`src/common/decoder_pkg.sv`:
```
/* Shared types of the RV32 decode stage. Only the opcodes and AMO codes
   that this stage decodes are listed; everything else decodes as illegal */
package decoder_pkg;

  ////////////////////
  // Encodings
  ////////////////////

  // Major opcodes, instr[6:0]
  typedef enum logic [6:0] {
    OPCODE_LOAD  = 7'h03,
    OPCODE_OPIMM = 7'h13,
    OPCODE_AUIPC = 7'h17,
    OPCODE_STORE = 7'h23,
    OPCODE_AMO   = 7'h2f,
    OPCODE_OP    = 7'h33,
    OPCODE_LUI   = 7'h37
  } opcode_e;

  // AMO function codes, instr[31:27]
  typedef enum logic [4:0] {
    AMO_ADD  = 5'b00000,
    AMO_SWAP = 5'b00001,
    AMO_LR   = 5'b00010,
    AMO_SC   = 5'b00011,
    AMO_XOR  = 5'b00100,
    AMO_OR   = 5'b01000,
    AMO_AND  = 5'b01100,
    AMO_MIN  = 5'b10000,
    AMO_MAX  = 5'b10100,
    AMO_MINU = 5'b11000,
    AMO_MAXU = 5'b11100
  } amo_e;

  // LSU access size
  localparam logic [1:0] LSU_WORD = 2'b00;
  localparam logic [1:0] LSU_HALF = 2'b01;
  localparam logic [1:0] LSU_BYTE = 2'b10;

  ////////////////////
  // Operand selects
  ////////////////////

  // OP_A_ZERO doubles as the idle value
  typedef enum logic [1:0] {
    OP_A_REGA_OR_FWD = 2'd0,
    OP_A_PC          = 2'd1,
    OP_A_ZERO        = 2'd2
  } op_a_sel_e;

  typedef enum logic [1:0] {
    OP_B_REGB_OR_FWD = 2'd0,
    OP_B_IMM         = 2'd1,
    OP_B_NONE        = 2'd2
  } op_b_sel_e;

  // Operand C carries store and AMO write data
  typedef enum logic {
    OP_C_REGB_OR_FWD = 1'b0,
    OP_C_NONE        = 1'b1
  } op_c_sel_e;

  typedef enum logic [1:0] {
    IMM_I    = 2'd0,
    IMM_S    = 2'd1,
    IMM_U    = 2'd2,
    IMM_NONE = 2'd3
  } imm_sel_e;

  typedef enum logic [3:0] {
    ALU_ADD, ALU_SUB, ALU_SLL, ALU_SLT, ALU_SLTU,
    ALU_XOR, ALU_SRL, ALU_SRA, ALU_OR, ALU_AND
  } alu_op_e;

  // Encoded as funct3[1:0] of the MUL group
  typedef enum logic [1:0] {
    MUL_MUL    = 2'd0,
    MUL_MULH   = 2'd1,
    MUL_MULHSU = 2'd2,
    MUL_MULHU  = 2'd3
  } mul_op_e;

  ////////////////////
  // Records
  ////////////////////

  typedef struct packed {
    logic       illegal_insn;
    logic       alu_en;
    alu_op_e    alu_operator;
    logic       mul_en;
    mul_op_e    mul_operator;
    op_a_sel_e  alu_op_a_mux_sel;
    op_b_sel_e  alu_op_b_mux_sel;
    op_c_sel_e  op_c_mux_sel;
    imm_sel_e   imm_mux_sel;
    // Bit 0 reads rs1, bit 1 reads rs2
    logic [1:0] rf_re;
    logic       rf_we;
    logic       lsu_en;
    logic       lsu_we;
    logic [1:0] lsu_type;
    logic       lsu_sign_ext;
    // Bit 5 marks an atomic, bits 4..0 hold the AMO code
    logic [5:0] lsu_atop;
  } decoder_ctrl_t;

  // Nothing enabled, every selector idle
  localparam decoder_ctrl_t DECODER_CTRL_ILLEGAL_INSN = '{
    illegal_insn:     1'b1,
    alu_en:           1'b0,
    alu_operator:     ALU_ADD,
    mul_en:           1'b0,
    mul_operator:     MUL_MUL,
    alu_op_a_mux_sel: OP_A_ZERO,
    alu_op_b_mux_sel: OP_B_NONE,
    op_c_mux_sel:     OP_C_NONE,
    imm_mux_sel:      IMM_NONE,
    rf_re:            2'b00,
    rf_we:            1'b0,
    lsu_en:           1'b0,
    lsu_we:           1'b0,
    lsu_type:         LSU_WORD,
    lsu_sign_ext:     1'b0,
    lsu_atop:         6'b000000
  };

  // Record handed to the execute stage
  typedef struct packed {
    logic          valid;
    decoder_ctrl_t ctrl;
    logic [4:0]    rs1_addr;
    logic [4:0]    rs2_addr;
    logic [4:0]    rd_addr;
    logic [31:0]   imm;
  } id_ex_t;

endpackage

```
`src/decoder/a_decoder.sv`:
```
/* Word-size AMOs only (funct3 010); the aq/rl bits are not decoded here
   and are left to the LSU */
module a_decoder import decoder_pkg::*; (
  input  logic [31:0]   instr_rdata_i,
  output decoder_ctrl_t decoder_ctrl_o
);

  // Fields of the AMO format
  opcode_e    opcode;
  logic [2:0] funct3;
  amo_e       funct5;
  logic [4:0] rs2;
  logic       illegal;

  assign opcode = opcode_e'(instr_rdata_i[6:0]);
  assign funct3 = instr_rdata_i[14:12];
  assign funct5 = amo_e'(instr_rdata_i[31:27]);
  assign rs2    = instr_rdata_i[24:20];

  always_comb begin
    // Controls shared by every word AMO
    decoder_ctrl_o                  = DECODER_CTRL_ILLEGAL_INSN;
    decoder_ctrl_o.illegal_insn     = 1'b0;
    decoder_ctrl_o.lsu_en           = 1'b1;
    decoder_ctrl_o.lsu_type         = LSU_WORD;
    decoder_ctrl_o.lsu_sign_ext     = 1'b1;
    decoder_ctrl_o.rf_re[0]         = 1'b1;
    decoder_ctrl_o.rf_we            = 1'b1;
    // Address comes straight from rs1, no offset
    decoder_ctrl_o.alu_op_a_mux_sel = OP_A_REGA_OR_FWD;
    decoder_ctrl_o.lsu_atop         = {1'b1, funct5};

    // Doubleword and other widths are not ours
    illegal = (opcode != OPCODE_AMO) || (funct3 != 3'b010);

    case (funct5)
      AMO_LR: begin
        // No write data; rs2 field is reserved and must be zero
        illegal = illegal || (rs2 != 5'd0);
      end
      AMO_SC, AMO_SWAP, AMO_ADD, AMO_XOR, AMO_AND, AMO_OR,
      AMO_MIN, AMO_MAX, AMO_MINU, AMO_MAXU: begin
        // rs2 is the store data, routed as operand C
        decoder_ctrl_o.rf_re[1]     = 1'b1;
        decoder_ctrl_o.op_c_mux_sel = OP_C_REGB_OR_FWD;
        decoder_ctrl_o.lsu_we       = 1'b1;
      end
      default: begin
        illegal = 1'b1;
      end
    endcase

    // Unclaimed words leave as the illegal constant
    if (illegal) begin
      decoder_ctrl_o = DECODER_CTRL_ILLEGAL_INSN;
    end
  end

endmodule

```
`src/decoder/i_decoder.sv`:
```
/* Base integer subset only: loads, stores, OP, OP-IMM, LUI, AUIPC.
   OP words with funct7 0000001 are left to the multiply decoder */
module i_decoder import decoder_pkg::*; (
  input  logic [31:0]   instr_rdata_i,
  output decoder_ctrl_t decoder_ctrl_o
);

  // funct7 values of the base set
  localparam logic [6:0] FUNCT7_BASE = 7'b0000000;
  localparam logic [6:0] FUNCT7_ALT  = 7'b0100000;

  opcode_e    opcode;
  logic [2:0] funct3;
  logic [6:0] funct7;
  logic       illegal;

  assign opcode = opcode_e'(instr_rdata_i[6:0]);
  assign funct3 = instr_rdata_i[14:12];
  assign funct7 = instr_rdata_i[31:25];

  always_comb begin
    decoder_ctrl_o              = DECODER_CTRL_ILLEGAL_INSN;
    decoder_ctrl_o.illegal_insn = 1'b0;
    illegal                     = 1'b0;

    case (opcode)
      OPCODE_LOAD: begin
        // rs1 + I immediate
        decoder_ctrl_o.lsu_en           = 1'b1;
        decoder_ctrl_o.rf_re[0]         = 1'b1;
        decoder_ctrl_o.rf_we            = 1'b1;
        decoder_ctrl_o.alu_op_a_mux_sel = OP_A_REGA_OR_FWD;
        decoder_ctrl_o.alu_op_b_mux_sel = OP_B_IMM;
        decoder_ctrl_o.imm_mux_sel      = IMM_I;
        // Size from funct3[1:0], funct3[2] selects zero extension
        decoder_ctrl_o.lsu_sign_ext     = !funct3[2];
        case (funct3)
          3'b000, 3'b100: decoder_ctrl_o.lsu_type = LSU_BYTE;
          3'b001, 3'b101: decoder_ctrl_o.lsu_type = LSU_HALF;
          3'b010:         decoder_ctrl_o.lsu_type = LSU_WORD;
          default:        illegal = 1'b1;
        endcase
      end

      OPCODE_STORE: begin
        // rs1 + S immediate, rs2 as write data
        decoder_ctrl_o.lsu_en           = 1'b1;
        decoder_ctrl_o.lsu_we           = 1'b1;
        decoder_ctrl_o.rf_re            = 2'b11;
        decoder_ctrl_o.alu_op_a_mux_sel = OP_A_REGA_OR_FWD;
        decoder_ctrl_o.alu_op_b_mux_sel = OP_B_IMM;
        decoder_ctrl_o.op_c_mux_sel     = OP_C_REGB_OR_FWD;
        decoder_ctrl_o.imm_mux_sel      = IMM_S;
        case (funct3)
          3'b000:  decoder_ctrl_o.lsu_type = LSU_BYTE;
          3'b001:  decoder_ctrl_o.lsu_type = LSU_HALF;
          3'b010:  decoder_ctrl_o.lsu_type = LSU_WORD;
          default: illegal = 1'b1;
        endcase
      end

      OPCODE_OPIMM: begin
        decoder_ctrl_o.alu_en           = 1'b1;
        decoder_ctrl_o.rf_re[0]         = 1'b1;
        decoder_ctrl_o.rf_we            = 1'b1;
        decoder_ctrl_o.alu_op_a_mux_sel = OP_A_REGA_OR_FWD;
        decoder_ctrl_o.alu_op_b_mux_sel = OP_B_IMM;
        decoder_ctrl_o.imm_mux_sel      = IMM_I;
        case (funct3)
          3'b000: decoder_ctrl_o.alu_operator = ALU_ADD;
          3'b010: decoder_ctrl_o.alu_operator = ALU_SLT;
          3'b011: decoder_ctrl_o.alu_operator = ALU_SLTU;
          3'b100: decoder_ctrl_o.alu_operator = ALU_XOR;
          3'b110: decoder_ctrl_o.alu_operator = ALU_OR;
          3'b111: decoder_ctrl_o.alu_operator = ALU_AND;
          3'b001: begin
            // Shift amount in imm[4:0], upper bits fixed
            decoder_ctrl_o.alu_operator = ALU_SLL;
            illegal = (funct7 != FUNCT7_BASE);
          end
          default: begin
            // funct3 101, logical or arithmetic right shift
            if (funct7 == FUNCT7_BASE) begin
              decoder_ctrl_o.alu_operator = ALU_SRL;
            end else if (funct7 == FUNCT7_ALT) begin
              decoder_ctrl_o.alu_operator = ALU_SRA;
            end else begin
              illegal = 1'b1;
            end
          end
        endcase
      end

      OPCODE_OP: begin
        decoder_ctrl_o.alu_en           = 1'b1;
        decoder_ctrl_o.rf_re            = 2'b11;
        decoder_ctrl_o.rf_we            = 1'b1;
        decoder_ctrl_o.alu_op_a_mux_sel = OP_A_REGA_OR_FWD;
        decoder_ctrl_o.alu_op_b_mux_sel = OP_B_REGB_OR_FWD;
        case ({funct7, funct3})
          {FUNCT7_BASE, 3'b000}: decoder_ctrl_o.alu_operator = ALU_ADD;
          {FUNCT7_BASE, 3'b001}: decoder_ctrl_o.alu_operator = ALU_SLL;
          {FUNCT7_BASE, 3'b010}: decoder_ctrl_o.alu_operator = ALU_SLT;
          {FUNCT7_BASE, 3'b011}: decoder_ctrl_o.alu_operator = ALU_SLTU;
          {FUNCT7_BASE, 3'b100}: decoder_ctrl_o.alu_operator = ALU_XOR;
          {FUNCT7_BASE, 3'b101}: decoder_ctrl_o.alu_operator = ALU_SRL;
          {FUNCT7_BASE, 3'b110}: decoder_ctrl_o.alu_operator = ALU_OR;
          {FUNCT7_BASE, 3'b111}: decoder_ctrl_o.alu_operator = ALU_AND;
          {FUNCT7_ALT,  3'b000}: decoder_ctrl_o.alu_operator = ALU_SUB;
          {FUNCT7_ALT,  3'b101}: decoder_ctrl_o.alu_operator = ALU_SRA;
          // MUL group and unknown funct7 fall here
          default:               illegal = 1'b1;
        endcase
      end

      OPCODE_LUI, OPCODE_AUIPC: begin
        // U immediate added to zero or to the PC
        decoder_ctrl_o.alu_en           = 1'b1;
        decoder_ctrl_o.rf_we            = 1'b1;
        decoder_ctrl_o.alu_operator     = ALU_ADD;
        decoder_ctrl_o.alu_op_a_mux_sel = (opcode == OPCODE_LUI) ? OP_A_ZERO : OP_A_PC;
        decoder_ctrl_o.alu_op_b_mux_sel = OP_B_IMM;
        decoder_ctrl_o.imm_mux_sel      = IMM_U;
      end

      default: begin
        illegal = 1'b1;
      end
    endcase

    if (illegal) begin
      decoder_ctrl_o = DECODER_CTRL_ILLEGAL_INSN;
    end
  end

endmodule

```
`src/decoder/m_decoder.sv`:
```
/* MUL group of RV32M only; the division encodings stay unclaimed */
module m_decoder import decoder_pkg::*; (
  input  logic [31:0]   instr_rdata_i,
  output decoder_ctrl_t decoder_ctrl_o
);

  localparam logic [6:0] FUNCT7_MULDIV = 7'b0000001;

  opcode_e    opcode;
  logic [2:0] funct3;
  logic [6:0] funct7;
  logic       claim;

  assign opcode = opcode_e'(instr_rdata_i[6:0]);
  assign funct3 = instr_rdata_i[14:12];
  assign funct7 = instr_rdata_i[31:25];

  // funct3[2] set is DIV/DIVU/REM/REMU
  assign claim = (opcode == OPCODE_OP) && (funct7 == FUNCT7_MULDIV) && !funct3[2];

  always_comb begin
    decoder_ctrl_o = DECODER_CTRL_ILLEGAL_INSN;
    if (claim) begin
      decoder_ctrl_o.illegal_insn     = 1'b0;
      decoder_ctrl_o.mul_en           = 1'b1;
      decoder_ctrl_o.rf_re            = 2'b11;
      decoder_ctrl_o.rf_we            = 1'b1;
      decoder_ctrl_o.alu_op_a_mux_sel = OP_A_REGA_OR_FWD;
      decoder_ctrl_o.alu_op_b_mux_sel = OP_B_REGB_OR_FWD;
      // Signedness of the high half per funct3
      case (funct3[1:0])
        2'b00:   decoder_ctrl_o.mul_operator = MUL_MUL;
        2'b01:   decoder_ctrl_o.mul_operator = MUL_MULH;
        2'b10:   decoder_ctrl_o.mul_operator = MUL_MULHSU;
        default: decoder_ctrl_o.mul_operator = MUL_MULHU;
      endcase
    end
  end

endmodule

```
`src/decoder/id_decoder.sv`:
```
/* Purely combinational. The sub-decoders are expected to claim disjoint
   encodings; an overlap is flagged by a deferred check */
module id_decoder import decoder_pkg::*; (
  input  logic [31:0]   instr_rdata_i,
  output decoder_ctrl_t decoder_ctrl_o
);

  decoder_ctrl_t a_ctrl;
  decoder_ctrl_t i_ctrl;
  decoder_ctrl_t m_ctrl;

  // A sub-decoder claims a word by clearing illegal_insn
  logic a_claim;
  logic i_claim;
  logic m_claim;

  ////////////////////
  // Sub-decoders
  ////////////////////

  a_decoder i_a_decoder (
    .instr_rdata_i  (instr_rdata_i),
    .decoder_ctrl_o (a_ctrl)
  );

  i_decoder i_i_decoder (
    .instr_rdata_i  (instr_rdata_i),
    .decoder_ctrl_o (i_ctrl)
  );

  m_decoder i_m_decoder (
    .instr_rdata_i  (instr_rdata_i),
    .decoder_ctrl_o (m_ctrl)
  );

  assign a_claim = !a_ctrl.illegal_insn;
  assign i_claim = !i_ctrl.illegal_insn;
  assign m_claim = !m_ctrl.illegal_insn;

  ////////////////////
  // Merge
  ////////////////////

  always_comb begin
    // Nobody claims it, so it is illegal
    decoder_ctrl_o = DECODER_CTRL_ILLEGAL_INSN;
    if (a_claim) begin
      decoder_ctrl_o = a_ctrl;
    end else if (i_claim) begin
      decoder_ctrl_o = i_ctrl;
    end else if (m_claim) begin
      decoder_ctrl_o = m_ctrl;
    end

    // Ownership split between the three decoders must not overlap
    assert final ($onehot0({a_claim, i_claim, m_claim}))
      else $error("more than one sub-decoder claims instr %h", instr_rdata_i);
  end

endmodule

```
`src/hdl/id_stage.sv`:
```
/* One-instruction decode stage, one cycle of latency. halt_i freezes the
   whole output record; upstream must hold the instruction meanwhile */
module id_stage import decoder_pkg::*; (
  input  logic        clk,
  input  logic        rst_i,
  input  logic        instr_valid_i,
  input  logic [31:0] instr_rdata_i,
  input  logic        halt_i,
  output id_ex_t      id_ex_o
);

  decoder_ctrl_t decoder_ctrl;
  logic [31:0]   imm;
  id_ex_t        id_ex_d;

  id_decoder i_id_decoder (
    .instr_rdata_i  (instr_rdata_i),
    .decoder_ctrl_o (decoder_ctrl)
  );

  // Immediate formats, all sign-extended from bit 31 except U
  always_comb begin
    case (decoder_ctrl.imm_mux_sel)
      IMM_I:   imm = {{20{instr_rdata_i[31]}}, instr_rdata_i[31:20]};
      IMM_S:   imm = {{20{instr_rdata_i[31]}}, instr_rdata_i[31:25], instr_rdata_i[11:7]};
      IMM_U:   imm = {instr_rdata_i[31:12], 12'h000};
      default: imm = 32'h0000_0000;
    endcase
  end

  // Register fields pass through even for illegal words
  assign id_ex_d = '{
    valid:    instr_valid_i,
    ctrl:     decoder_ctrl,
    rs1_addr: instr_rdata_i[19:15],
    rs2_addr: instr_rdata_i[24:20],
    rd_addr:  instr_rdata_i[11:7],
    imm:      imm
  };

  ////////////////////
  // ID/EX register
  ////////////////////

  always_ff @(posedge clk) begin
    if (rst_i) begin
      id_ex_o <= '{valid: 1'b0, ctrl: DECODER_CTRL_ILLEGAL_INSN, default: '0};
    end else if (!halt_i) begin
      id_ex_o <= id_ex_d;
    end
  end

  // Halt holds the record across the edge
  a_halt_hold : assert property (@(posedge clk) disable iff (rst_i)
    halt_i |=> $stable(id_ex_o));

  // Memory and multiplier are never started by the same instruction
  a_lsu_mul_excl : assert property (@(posedge clk) disable iff (rst_i)
    id_ex_o.valid |-> !(id_ex_o.ctrl.lsu_en && id_ex_o.ctrl.mul_en));

  // Illegal records start no unit and write no register
  a_illegal_quiet : assert property (@(posedge clk) disable iff (rst_i)
    id_ex_o.ctrl.illegal_insn |-> !(id_ex_o.ctrl.alu_en || id_ex_o.ctrl.mul_en ||
      id_ex_o.ctrl.lsu_en || id_ex_o.ctrl.lsu_we || id_ex_o.ctrl.rf_we));

endmodule

```
`config.mk`:
```
export PLATFORM = sky130hd
export DESIGN_NAME = id_stage
export DESIGN_NICKNAME = d
export VERILOG_FILES = /design/src/common/decoder_pkg.sv /design/src/decoder/a_decoder.sv /design/src/decoder/i_decoder.sv /design/src/decoder/m_decoder.sv /design/src/decoder/id_decoder.sv /design/src/hdl/id_stage.sv
export SDC_FILE = /design/constraint.sdc
export NUM_CORES = 1
export LEC_CHECK = 0
export ABC_AREA = 1
export BUFFER_PORTS_ARGS = -buffer_cell sky130_fd_sc_hd__buf_2
export CAP_MARGIN = 20
export CORE_MARGIN = 3
export CORE_UTILIZATION = 45
export DETAILED_ROUTE_END_ITERATION = 10
export HOLD_SLACK_MARGIN = 0.1
export PLACE_DENSITY = 0.72
export SYNTH_ARGS = -nofsm -noshare
export SYNTH_HDL_FRONTEND = slang
export SYNTH_SLANG_ARGS = --single-unit
```
`constraint.sdc`:
```
create_clock -name clk -period 1.69 [get_ports clk]
set_input_delay 0.0845 -clock clk [delete_from_list [all_inputs] [get_ports clk]]
set_output_delay 0.0845 -clock clk [all_outputs]
set_load 0.1 [all_outputs]
```
# Word level (Yosys, flattened, before mapping)
# Index checks and enable logic that the tools add are counted.
dict set report classes {
  reduce_logical 27
  n_lt_le_gt_ge 0
  shifts 0
  mul 0
  n_eq_ne 40
  bitwise_logic 0
  div_mod_pow 0
  n_addsub 0
  muxes 35
}
# op count
set op_table {}
lappend op_table {{$mux 30} 5}
lappend op_table {{$pmux 32 s3} 1}
lappend op_table {{$eq 10x3->1 const B} 4}
lappend op_table {{$pmux 4 s9} 1}
lappend op_table {{$eq 7x6->1 const B} 4}
lappend op_table {{$pmux 4 s7} 1}
lappend op_table {{$eq 10x2->1 const B} 2}
lappend op_table {{$eq 10x9->1 const B} 2}
lappend op_table {{$eq 5x5->1 const B} 4}
lappend op_table {{$reduce_or 10->1} 2}
lappend op_table {{$pmux 5 s3} 1}
lappend op_table {{$eq 7x5->1 const B} 2}
lappend op_table {{$mux 1} 14}
lappend op_table {{$eq 3x3->1 const B} 4}
lappend op_table {{$pmux 2 s2} 3}
lappend op_table {{$pmux 2 s3} 2}
lappend op_table {{$pmux 4 s3} 1}
lappend op_table {{$reduce_or 2->1} 6}
lappend op_table {{$eq 10x1->1 const B} 1}
lappend op_table {{$eq 5x2->1 const B} 2}
lappend op_table {{$eq 5x4->1 const B} 2}
lappend op_table {{$logic_not 10->1} 1}
lappend op_table {{$reduce_or 5->1} 2}
lappend op_table {{$eq 7x1->1 const B} 1}
lappend op_table {{25 further kinds} 34}
dict set report word_totals {
  output_inout_bits 78
  memories 0
  word_cells 123
  latch_bits 0
  romBits 0
  reg_bits 78
  mem_bits_rw 0
}

# Logic depth before layout (Yosys ltp)
# Gate-level depths: netlist of the first run.
dict set report depth {
  ltp_word 10
  ltp_mapped 13
}

# Hierarchy
# A second synthesis of the first run with hierarchy kept.
dict set report hier_totals {
  cells_unflattened 876
  area_unflattened_um2 5161.2
}
# module instances cells_per_inst seq_area_each_um2 area_per_inst_um2
set modules_own_cells {}
lappend modules_own_cells {id_stage 1 422 1561.5 3019.1}
lappend modules_own_cells {id_decoder 1 197 0.0 804.5}
lappend modules_own_cells {i_decoder 1 149 0.0 701.9}
lappend modules_own_cells {a_decoder 1 56 0.0 324.1}
lappend modules_own_cells {m_decoder 1 52 0.0 311.5}

# Least setup slack after synthesis of the first run
# Ideal clock, no wire load.
dict set report synth_path {
  path_type {input port to flip-flop}
  from {in instr_rdata_i[1]}
  to {reg id_ex_o[63] (netlist bit)}
  cell_stages 10
  required_time_ns 1.567
  path_buffers 1
  path_slack_ns 0.262
  arrival_ns 1.305
  cell_sequence {nand2_1 > nor3_4 > nand2_4 > nand2_4 > o21bai_4 > nor2_4 > buf_6 > nand3_1 > o211ai_1 > nand2_1}
}
dict set report synth_via {
  elab_chain_len 6
}
# element line
set synth_rtl {}
lappend synth_rtl {{start, declared} id_stage.sv:7} ;# input logic [31:0] instr_rdata_i,
lappend synth_rtl {{$eq 7x6->1, or another cell as far along} i_decoder.sv:26} ;# case (opcode)
lappend synth_rtl {{$reduce_or 2->1 or $logic_or 1x1->1 (tied branches)} {i_decoder.sv:26, a_decoder.sv:34}}
lappend synth_rtl {{$pmux 1 s5 or $logic_or 1x1->1 (tied branches)} {i_decoder.sv:26, a_decoder.sv:39}}
lappend synth_rtl {{$mux 30 or $pmux 1 s2 (tied branches)} {i_decoder.sv:131, a_decoder.sv:36}}
lappend synth_rtl {{$mux 30 (on tied branches)} {id_decoder.sv:49, a_decoder.sv:54}}
lappend synth_rtl {{$mux 30 *} id_decoder.sv:47} ;# if (a_claim) begin
lappend synth_rtl {{end signal, assigned} id_stage.sv:49} ;# id_ex_o <= id_ex_d;
lappend synth_rtl {{end, declared} id_stage.sv:9} ;# output id_ex_t id_ex_o
# Mark *: on every way between the ends. The rest lies on a longest branch, timed or not.
# A chain may end at the register's enable or synchronous reset.

# Worst setup path in the final report of the first run
dict set report layout_path {
  from {in instr_rdata_i[22]}
  to {reg id_ex_o[48] (netlist bit)}
}
dict set report layout_via {
  elab_chain_len 5
}
# element line
set layout_rtl {}
lappend layout_rtl {{$reduce_bool 5->1} a_decoder.sv:39} ;# illegal = illegal || (rs2 != 5'd0);
lappend layout_rtl {{$logic_or 1x1->1} a_decoder.sv:39}
lappend layout_rtl {{$pmux 1 s2} a_decoder.sv:36} ;# case (funct5)
lappend layout_rtl {{$mux 30} a_decoder.sv:54} ;# if (illegal) begin
lappend layout_rtl {{$mux 30} id_decoder.sv:47}
# No other way between the ends.

==> metrics list, run 1 <==
* Total number of nets in the final design: 706
- The H-tree generated during clock tree synthesis spans 3 levels.
- Dividing the final minimum period by the clock period gives roughly 93%.
- After synthesis, the share of flip-flops with an asynchronous set or reset is 0%.
- Synthesis Warnings: 0
- For this design the ratio of total power to cell area is ~880 mW/mm2.
* Overall power of the completed layout: approximately 4.2 mW
- Combinational cells account for 18.0% of the total power.
- M1 WL: between 5 and 6 mm
* Hold Path Cell Cnt: 5
- Total standard cell area after synthesis: about 0.0036 mm2
- Fraction of the yosys area taken by sequential cells: ~43%
* Worst setup slack after placement: 11.2 ps
- Initial drt markers: between 200 and 300
- Cell types occupying the most area after synthesis: dfxtp_1, nand2_1, nor2_1, a21oi_1, nand3_1
* Wire length per cell: 14.6 um
* Share of layout cells above drive strength 1: roughly 26%
- Maximum ir drop on the vdd rail: between 0.0004 and 0.0005 V
- In this run, synthesis produced a sequential element count of just under 80.
- Placed Instance Area: about 0.0044 mm2
- Counting every instance in the synthesized netlist gives 528.
* Total internal power: roughly 2.9 mW
- Type of destination of the critical path: register
* Antenna diode count: 0
- Largest family of logic cells by synthesized area: simple AND/OR/NAND/NOR gates
- In this run the deepest clock path goes through 2 buffers.
* Flip-flop count of the largest register, all copies and words added: 78
- Max-slew violations: 0
* Number of antenna violations at the first check in global routing: 0
* Commonest cells in the netlist: nand2_1, dfxtp_1, nor2_1
* Top layer in use: met4
- Worst hold path class: in -> reg
- For this run, design rule violations remaining after detail routing come to 0.
- After routing, the total negative slack on setup checks comes to 0 ps.
- CORE AREA: around 0.0078 mm2
- After routing the design area is between 0.004 and 0.005 mm2.
* Max FO, Critical Path: 6
* Worst-margin pin slew: 667 ps
- The number of hold-slack violations in the final timing report came to 0.
- Headroom to the max-slew limit came out at between 50% and 60%.
- Once layout is complete, the utilization of the core stands at between 60 and 70%.
- Net Sw Power: around 1.3 mW
- The tightest hold path in the finished design has a slack of 107 ps.
- Floorplan row count: 32
- The clock drives 78 sinks.
- When the netlist entered floorplanning its net count stood at roughly 560.
- The routed layout has approximately 4,000 vias.
* Area of the multi-input gates: roughly 0.0017 mm2
- Fill cells in the final layout number roughly 760.
* CTS tree: yes
* Gp weighted congestion: ~0.91
- Overflow left after global routing: 0
* Area share of the largest cell type after synthesis: about 43%
* Cell with the most instances after synthesis: nand2_1
- Share of power burned in the clock network: 36.9%
- Die Area: between 0.009 and 0.01 mm2
- Required time reported for the critical path endpoint: just under 2000 ps
- In this run the post-CTS setup repair buffer count came out at 0.
- Based on the critical path, the design can be clocked at up to between 600 and 700 MHz.
- Counting tap cells, the placed design contains a total of 744 instances.
* Number of port buffers: between 100 and 150
- Count of unique library cells instantiated by Yosys: 29
* Via count of the first global-routing pass: between 3,000 and 4,000
- Fraction of power spent switching nets: 31.4%
- The synthesized netlist devotes 0% of its cell area to adder and majority cells.
- Clock latency on the worst-skew pair, taken at its later pin, is about 350 ps.
- Synthesized-area fraction occupied by and/or/nand/nor cells: between 30% and 40%
- Setup CP Type: in -> reg
- Setup violations remaining at the end of the flow were counted as 0.
* Count of antenna-violating nets left after detailed routing: 0
- The run finished with clean final reports.
- STA classifies the critical path startpoint as an input port.
- IO Count: around 110
* Setup repair after global routing missed its margin: false
- Final setup skew: 0 ps
* Maximum number of pins on one net before global-route repair: 55
* Number of buffers added by the clock tree synthesis step: 9
- Synth Area per Inst: roughly 6.9 um2
- After clock tree synthesis, the clock-pin slew on the worst setup and hold paths is ~80 ps.
- Buffer type at the clock tree root: clkbuf_8
* Largest register by flop count: id_ex_o
- Detailed routing placed a total of 5.03 mm of wire on met2.
- Sum of routed wire length over all layers: 11.3 mm
- Area share of xor/xnor cells in the synthesized design: 0%
- Most instantiated flip-flop cell in the synthesis netlist: dfxtp_1
- For this run, the total global-route usage over all layers was measured as between 20% and 30%.
- The synthesized netlist devotes between 10% and 20% of its cell area to compound gates.
- The largest registers in the layout are id_ex_o: 78 flops.
* EDFF count, synth: 0
* Initial core utilization: 46.6%
* Final worst path period need: approximately 1600 ps
* Cell leakage power: 2.50 nW
- Number of detailed-route iterations in the first pass: 7
- Area of all sequential standard cells: between 0.0015 and 0.002 mm2
- Dividing the detail-routed via count by the number of cells gives around 5.2.
- Per report_power, the sequential group accounts for around 45% of the total.
- The tool flagged a number of max-cap violations equal to 0.
* Post-route insts no fill: 777
- The worst register-to-register path has a depth of 4.
- In the synthesized netlist, mux cells make up 0% of the area.
- Worst path arrival time: between 1500 and 2000 ps
- Wire length of the first global-routing pass: 17.6 mm
* Final HPWL DP: 8.23 mm
* Width of the die: approximately 96 um
- Relative to the synthesized area, the layout overhead comes to 32.8%.
* Area leader, netlist: dfxtp_1
- After layout, the worst setup slack is 119 ps.
- Summed over all nets, wire length on met3 after detailed routing comes to between 800 and 900 um.
- Die H: 95.7 um
==> routing by layer <==
metal  vias up  track usage [%]
met5         -                0
met4         0             10.3
met3        22             3.63
met2       197             37.8
met1      1826             34.5
li1       2002                -
==> placed cells by master (no fill, tap or decap), types with 17 or more instances in the layout <==
| master | Yosys | final |
|---|---|---|
| a21oi_1 | 48 | 48 |
| buf_2 | 3 | 113 |
| nand3_1 | 46 | 46 |
| inv_1 | 54 | 54 |
| nand2_1 | 132 | 132 |
| nand4_1 | 19 | 19 |
| dlygate4sd3_1 | 0 | 17 |
| buf_4 | 2 | 26 |
| nor2_1 | 66 | 65 |
| dfxtp_1 | 78 | 78 |
==> cell type report <==
class	instances	area share, %
Inverter	56	4.38
Sequential cell	78	32.5
Clock inverter	6	1.93
Clock buffer	10	2.66
Multi-Input combinational cell	367	35.7
Timing Repair Buffer	158	20.2
Tap cell	102	2.66
==> worst max-delay path, cell delays in order <==
cell and delay [ps]:
dlygate4sd3_1 550, buf_2 130, nor2_1 100, nand3_1 130, nand3_1 130, nand3_1 90
nand2_1 210, nand2_1 230, nor2_1 180
==> power by group through the flow <==
| stage | Sequential [mW] | Combinational [mW] | Clock, mW |
|---|---|---|---|
| after CTS | 1.90 | 0.754 | 1.57 |
| after global routing | 1.91 | 0.805 | 1.66 |
| after global placement | 1.94 | 0.717 | 0 |
| final | 1.90 | 0.758 | 1.56 |
| after detailed placement | 1.94 | 0.721 | 0 |
| after floorplan | 2.26 | 0.213 | 0 |
==> repair_timing <==
| action | in CTS | in global routing |
|---|---|---|
| resized for setup | 0 | 1 |
| endpoints found under the setup margin | 0 | 1 |
| hold buffers | 17 | 0 |
| endpoints found under the hold margin | 20 | 0 |
==> kinds of logic after synthesis <==
group | count (synthesis)
AND/OR/NAND/NOR | 283
AO/OA/AOI/OAI | 84
buffers and inverters | 83
flip-flops | 78
==> path summary, 6_finish.rpt <==
check                      startpoint                        to  slack [ps]
max                 instr_rdata_i[22]  id_ex_o[48]$_SDFFE_PP0N_         120
max reg2reg  id_ex_o[15]$_SDFFE_PP0N_  id_ex_o[15]$_SDFFE_PP0N_         980
min reg2reg  id_ex_o[54]$_SDFFE_PP0N_  id_ex_o[54]$_SDFFE_PP0N_         470
min                 instr_rdata_i[11]  id_ex_o[36]$_SDFFE_PP0N_         110
Power figures use the tool's default switching activity.
==> run 2: changes to the inputs <==
--- a/config.mk
+++ b/config.mk
@@ -12,7 +12,8 @@
 export CORE_UTILIZATION = 45
 export DETAILED_ROUTE_END_ITERATION = 10
 export HOLD_SLACK_MARGIN = 0.1
-export PLACE_DENSITY = 0.72
+export PLACE_DENSITY = 0.68
 export SYNTH_ARGS = -nofsm -noshare
 export SYNTH_HDL_FRONTEND = slang
+export SYNTH_HIERARCHICAL = 1
 export SYNTH_SLANG_ARGS = --single-unit
==> metrics list, run 2 <==
- Required time reported for the critical path endpoint: 1910 ps (-60 ps)
* Layout Cell Area excl Fill: 0.00697 mm2 (+45%)
- Cell types occupying the most area after synthesis: dfxtp_1, nand2_1, nor2_1, buf_4, nand3_1
- The power density of the placed cells was 682 mW/mm2 (-22%).
- The number of design-rule violations left by the first detailed-router iteration came to 366 (+24%).
* Count of antenna-violating nets left after detailed routing: 0 (unchanged)
- Number of hold violations in the final report: 0 (unchanged)
* Flip-flop count of the largest register, all copies and words added: 78 (unchanged)
- CTS H-tree lvls: 3 (unchanged)
- The post-route worst hold slack is 121 ps (+13.4 ps).
* Layout-stage area growth over the synthesis result: 35.0%
- Fraction of the yosys area taken by sequential cells: 30.3% (-13 points)
- Leading cell type in the layout, fill and taps excluded: nand2_1
- The post-route fraction of the period consumed by the critical path came to 106% (+13 points).
- Number of port buffers: 113 (unchanged)
- The number of warnings printed during yosys synthesis came to 6 (+6).
- The total leakage power was 3.87 nW (+55%).
- The fraction of final layout cells with drive strength greater than 1 is 30.9% (+5.3 points).
- The maximum fanout along the worst path was 5 (-1).
* Largest register by flop count: id_ex_o
- The largest registers in the layout are id_ex_o: 78 flops.
- Final worst path period need: 1790 ps (+224 ps)
- Area share of the largest cell type after synthesis: 30.3% (-13 points)
* Number of antenna violations at the first check in global routing: 0 (unchanged)
* Wire length per cell: 12.0 um (-18%)
- The number of pins with negative max-slew slack in the final report is 0 (unchanged).
- The summed negative setup slack over all endpoints came to -902 ps (-902 ps).
- The share of synthesized flip-flops with an asynchronous set or reset was 0% (unchanged).
- The clock-pin slew reported for the worst setup and hold paths after clock tree synthesis was 60 ps (-20 ps).
- The largest net degree at the start of global routing was 44 (-20%).
- The I/O pin count was 114 (unchanged).
* Wire length of the first global-routing pass: 22.8 mm (+29%)
* Buffer type at the clock tree root: clkbuf_16
* Total of flip-flops plus latches after synthesis: 78 (unchanged)
* Die H: 113 um (+18%)
- Max Clk Rate: 557 MHz (-12%)
- The final HPWL from detailed placement was 10.3 mm (+25%).
* Count of unique library cells instantiated by Yosys: 28 (-3.4%)
- Antenna diode count: 0 (unchanged)
- The maximum vdd ir drop came to 0.000745 V (+74%).
* Count of unresolved DRC violations after routing: 0 (unchanged)
* Total standard cell area after synthesis: 0.00516 mm2 (+43%)
- The worst-case clock buffer depth came to 2 (unchanged).
* Final setup skew: 0 ps (unchanged)
- Commonest cells in the netlist: nand2_1, nor2_1, dfxtp_1
* Total number of nets in the final design: 1,096 (+55%)
* CTS tree: yes
* Layout filler cell count: 1,049 (+39%)
* Number of failing setup endpoints in the final timing report: 24 (+24)
- The number of synthesized flops with an enable pin came to 0 (unchanged).
* Number of buffers added by the clock tree synthesis step: 9 (unchanged)
- The cell row count was 38 (+19%).
- The routability congestion estimate from global placement was 0.905 (about the same).
* Result of the run: finished, violations left
- Smallest setup slack after layout: -105 ps (-224 ps)
* Number of placed instances with taps included: 1,165 (+57%)
- Setup repair after global routing could not meet its margin everywhere.
- Most used cells in the layout excluding fill and tap cells: nand2_1, nor2_1, buf_2
- Number of vias per cell: 4.64 (-11%)
- Type of destination of the critical path: register
- The total congestion overflow was 0 (unchanged).
- The horizontal extent of the die came to 113 um (+18%).
- Clock sink count: 78 (unchanged)
- The number of detailed-routing iterations run before antenna repair was 5 (-2).
- Element type at the critical path start: input port
- Synth Area per Inst: 5.89 um2 (-14%)
* Most instantiated flip-flop cell in the synthesis netlist: dfxtp_1
- Violated checks: setup timing
* Clock latency reported for the late side of the worst-skew pair: 340 ps (about the same)
- Via Count: 5,590 (+38%)
- The placed standard-cell area is 0.00615 mm2 (+39%).
- Instance count of the mapped netlist: 876 (+66%)
- The number of global-route vias before repair was 4,837 (+32%).
* Cell with the most instances after synthesis: nand2_1
- The final non-filler cell total was 1,205 (+55%).
- The placeable core region came to 0.0110 mm2 (+42%).
* All-layer global routing usage: 21.5% (-3.2 points)
- The starting utilization of the core area was 46.8% (+0.20 points).
- The full die area is 0.0128 mm2 (+40%).
* Setup CP Type: in -> reg
- The min-delay analysis places its worst path in the category in -> reg.
- The synthesized design spends more area on one cell type than any other, namely dfxtp_1.
- The final wirelength was 14.4 mm (+27%).
- The data arrival time of the critical path is 2010 ps (+160 ps).
- The number of max-capacitance violations reported is 0 (unchanged).
## run 2: cell types whose count changed after synthesis, sizes merged, moves of 11 or more
cell,delta
a21oi,-20
a31oi,-11
buf,+74
nand2,+167
nand3,+13
nand4,-17
nor2,+125
## run 2: power breakdown
| part | internal [mW] | switching [mW] | total (mW) |
|---|---|---|---|
| combinational | 0.275 | 0.745 | 1.02 |
| sequential | 1.89 | 0.0258 | 1.92 |
| clock | 1.01 | 0.802 | 1.81 |
| total | 3.18 | 1.57 | 4.75 |
## run 2: per-stage QoR
stage	worst slack, ps	power (mW)	util (%)
5_1_grt	-251	4.96	63.2
4_1_cts	6.36	4.74	59.6
3_5_place_dp	-628	2.92	55.7
2_1_floorplan	-217	2.71	-
3_3_place_gp	-520	2.92	55.7
6_report	-105	4.75	63.2
## run 2: cells by family (layout without fill, tap and decap cells)
family	after synthesis	after routing	synth area share, %
and+or+nand+nor	571	572	45.3
DFF	78	78	30.3
AOI/OAI and AO/OA	59	59	6.01
buffers and inverters	163	311	18.1
other	5	45	0.364
## run 2: repair_timing
action | in CTS | in global routing
hold endpoints to repair | 9 | 0
hold buffers | 9 | 0
gates resized for setup | 13 | 78
endpoints found under the setup margin | 31 | 50
pin swaps | 7 | 35
cloned | 0 | 5
buffers inserted | 1 | 9
## run 2: worst paths after layout
path | from | end | slack (ps) | cells past startpoint
max reg2reg | id_ex_o[23]$_SDFFE_PP0N_ | id_ex_o[23]$_SDFFE_PP0N_ | 910 | 4
max | instr_rdata_i[3] | id_ex_o[15]$_SDFFE_PP0N_ | -100 | 18
min | instr_rdata_i[8] | id_ex_o[33]$_SDFFE_PP0N_ | 120 | 5
min reg2reg | id_ex_o[46]$_SDFFE_PP0N_ | id_ex_o[46]$_SDFFE_PP0N_ | 460 | 2
## run 2: area by class of cell
type,instances,area (um2),area share (%)
clock inverters,7,56.3,0.808
clock buffers,9,225,3.23
repair buffers,231,1610,23.0
multi-input cells,676,3090,44.3
flip-flops and latches,78,1560,22.4
inverters,64,258,3.70
well taps,140,175,2.51
## run 2: layer usage
metal  vias up  GRT usage [%]  part of all wire (%)
li1       2954              -                     -
met1      2439           30.5                    49
met2       175           32.7                    44
met3        22           4.17                   6.2
met4         0           7.13                   1.7
met5         -              0                     0
## run 2: worst max-delay path, stage by stage
cell	delay (ps)
buf_8	110
nor2_4	170
nand4_1	210
a21oi_2	180
nand3_2	120
nand2_4	130
nor2_4	50
nand2_1	70
nor2_1	40
nor2_1	80
nand2_1	90
nand2_4	120
nor2_8	40
nand2_4	120
clkbuf_16	180
nand2_2	60
nor2_2	120
nor2_1	40
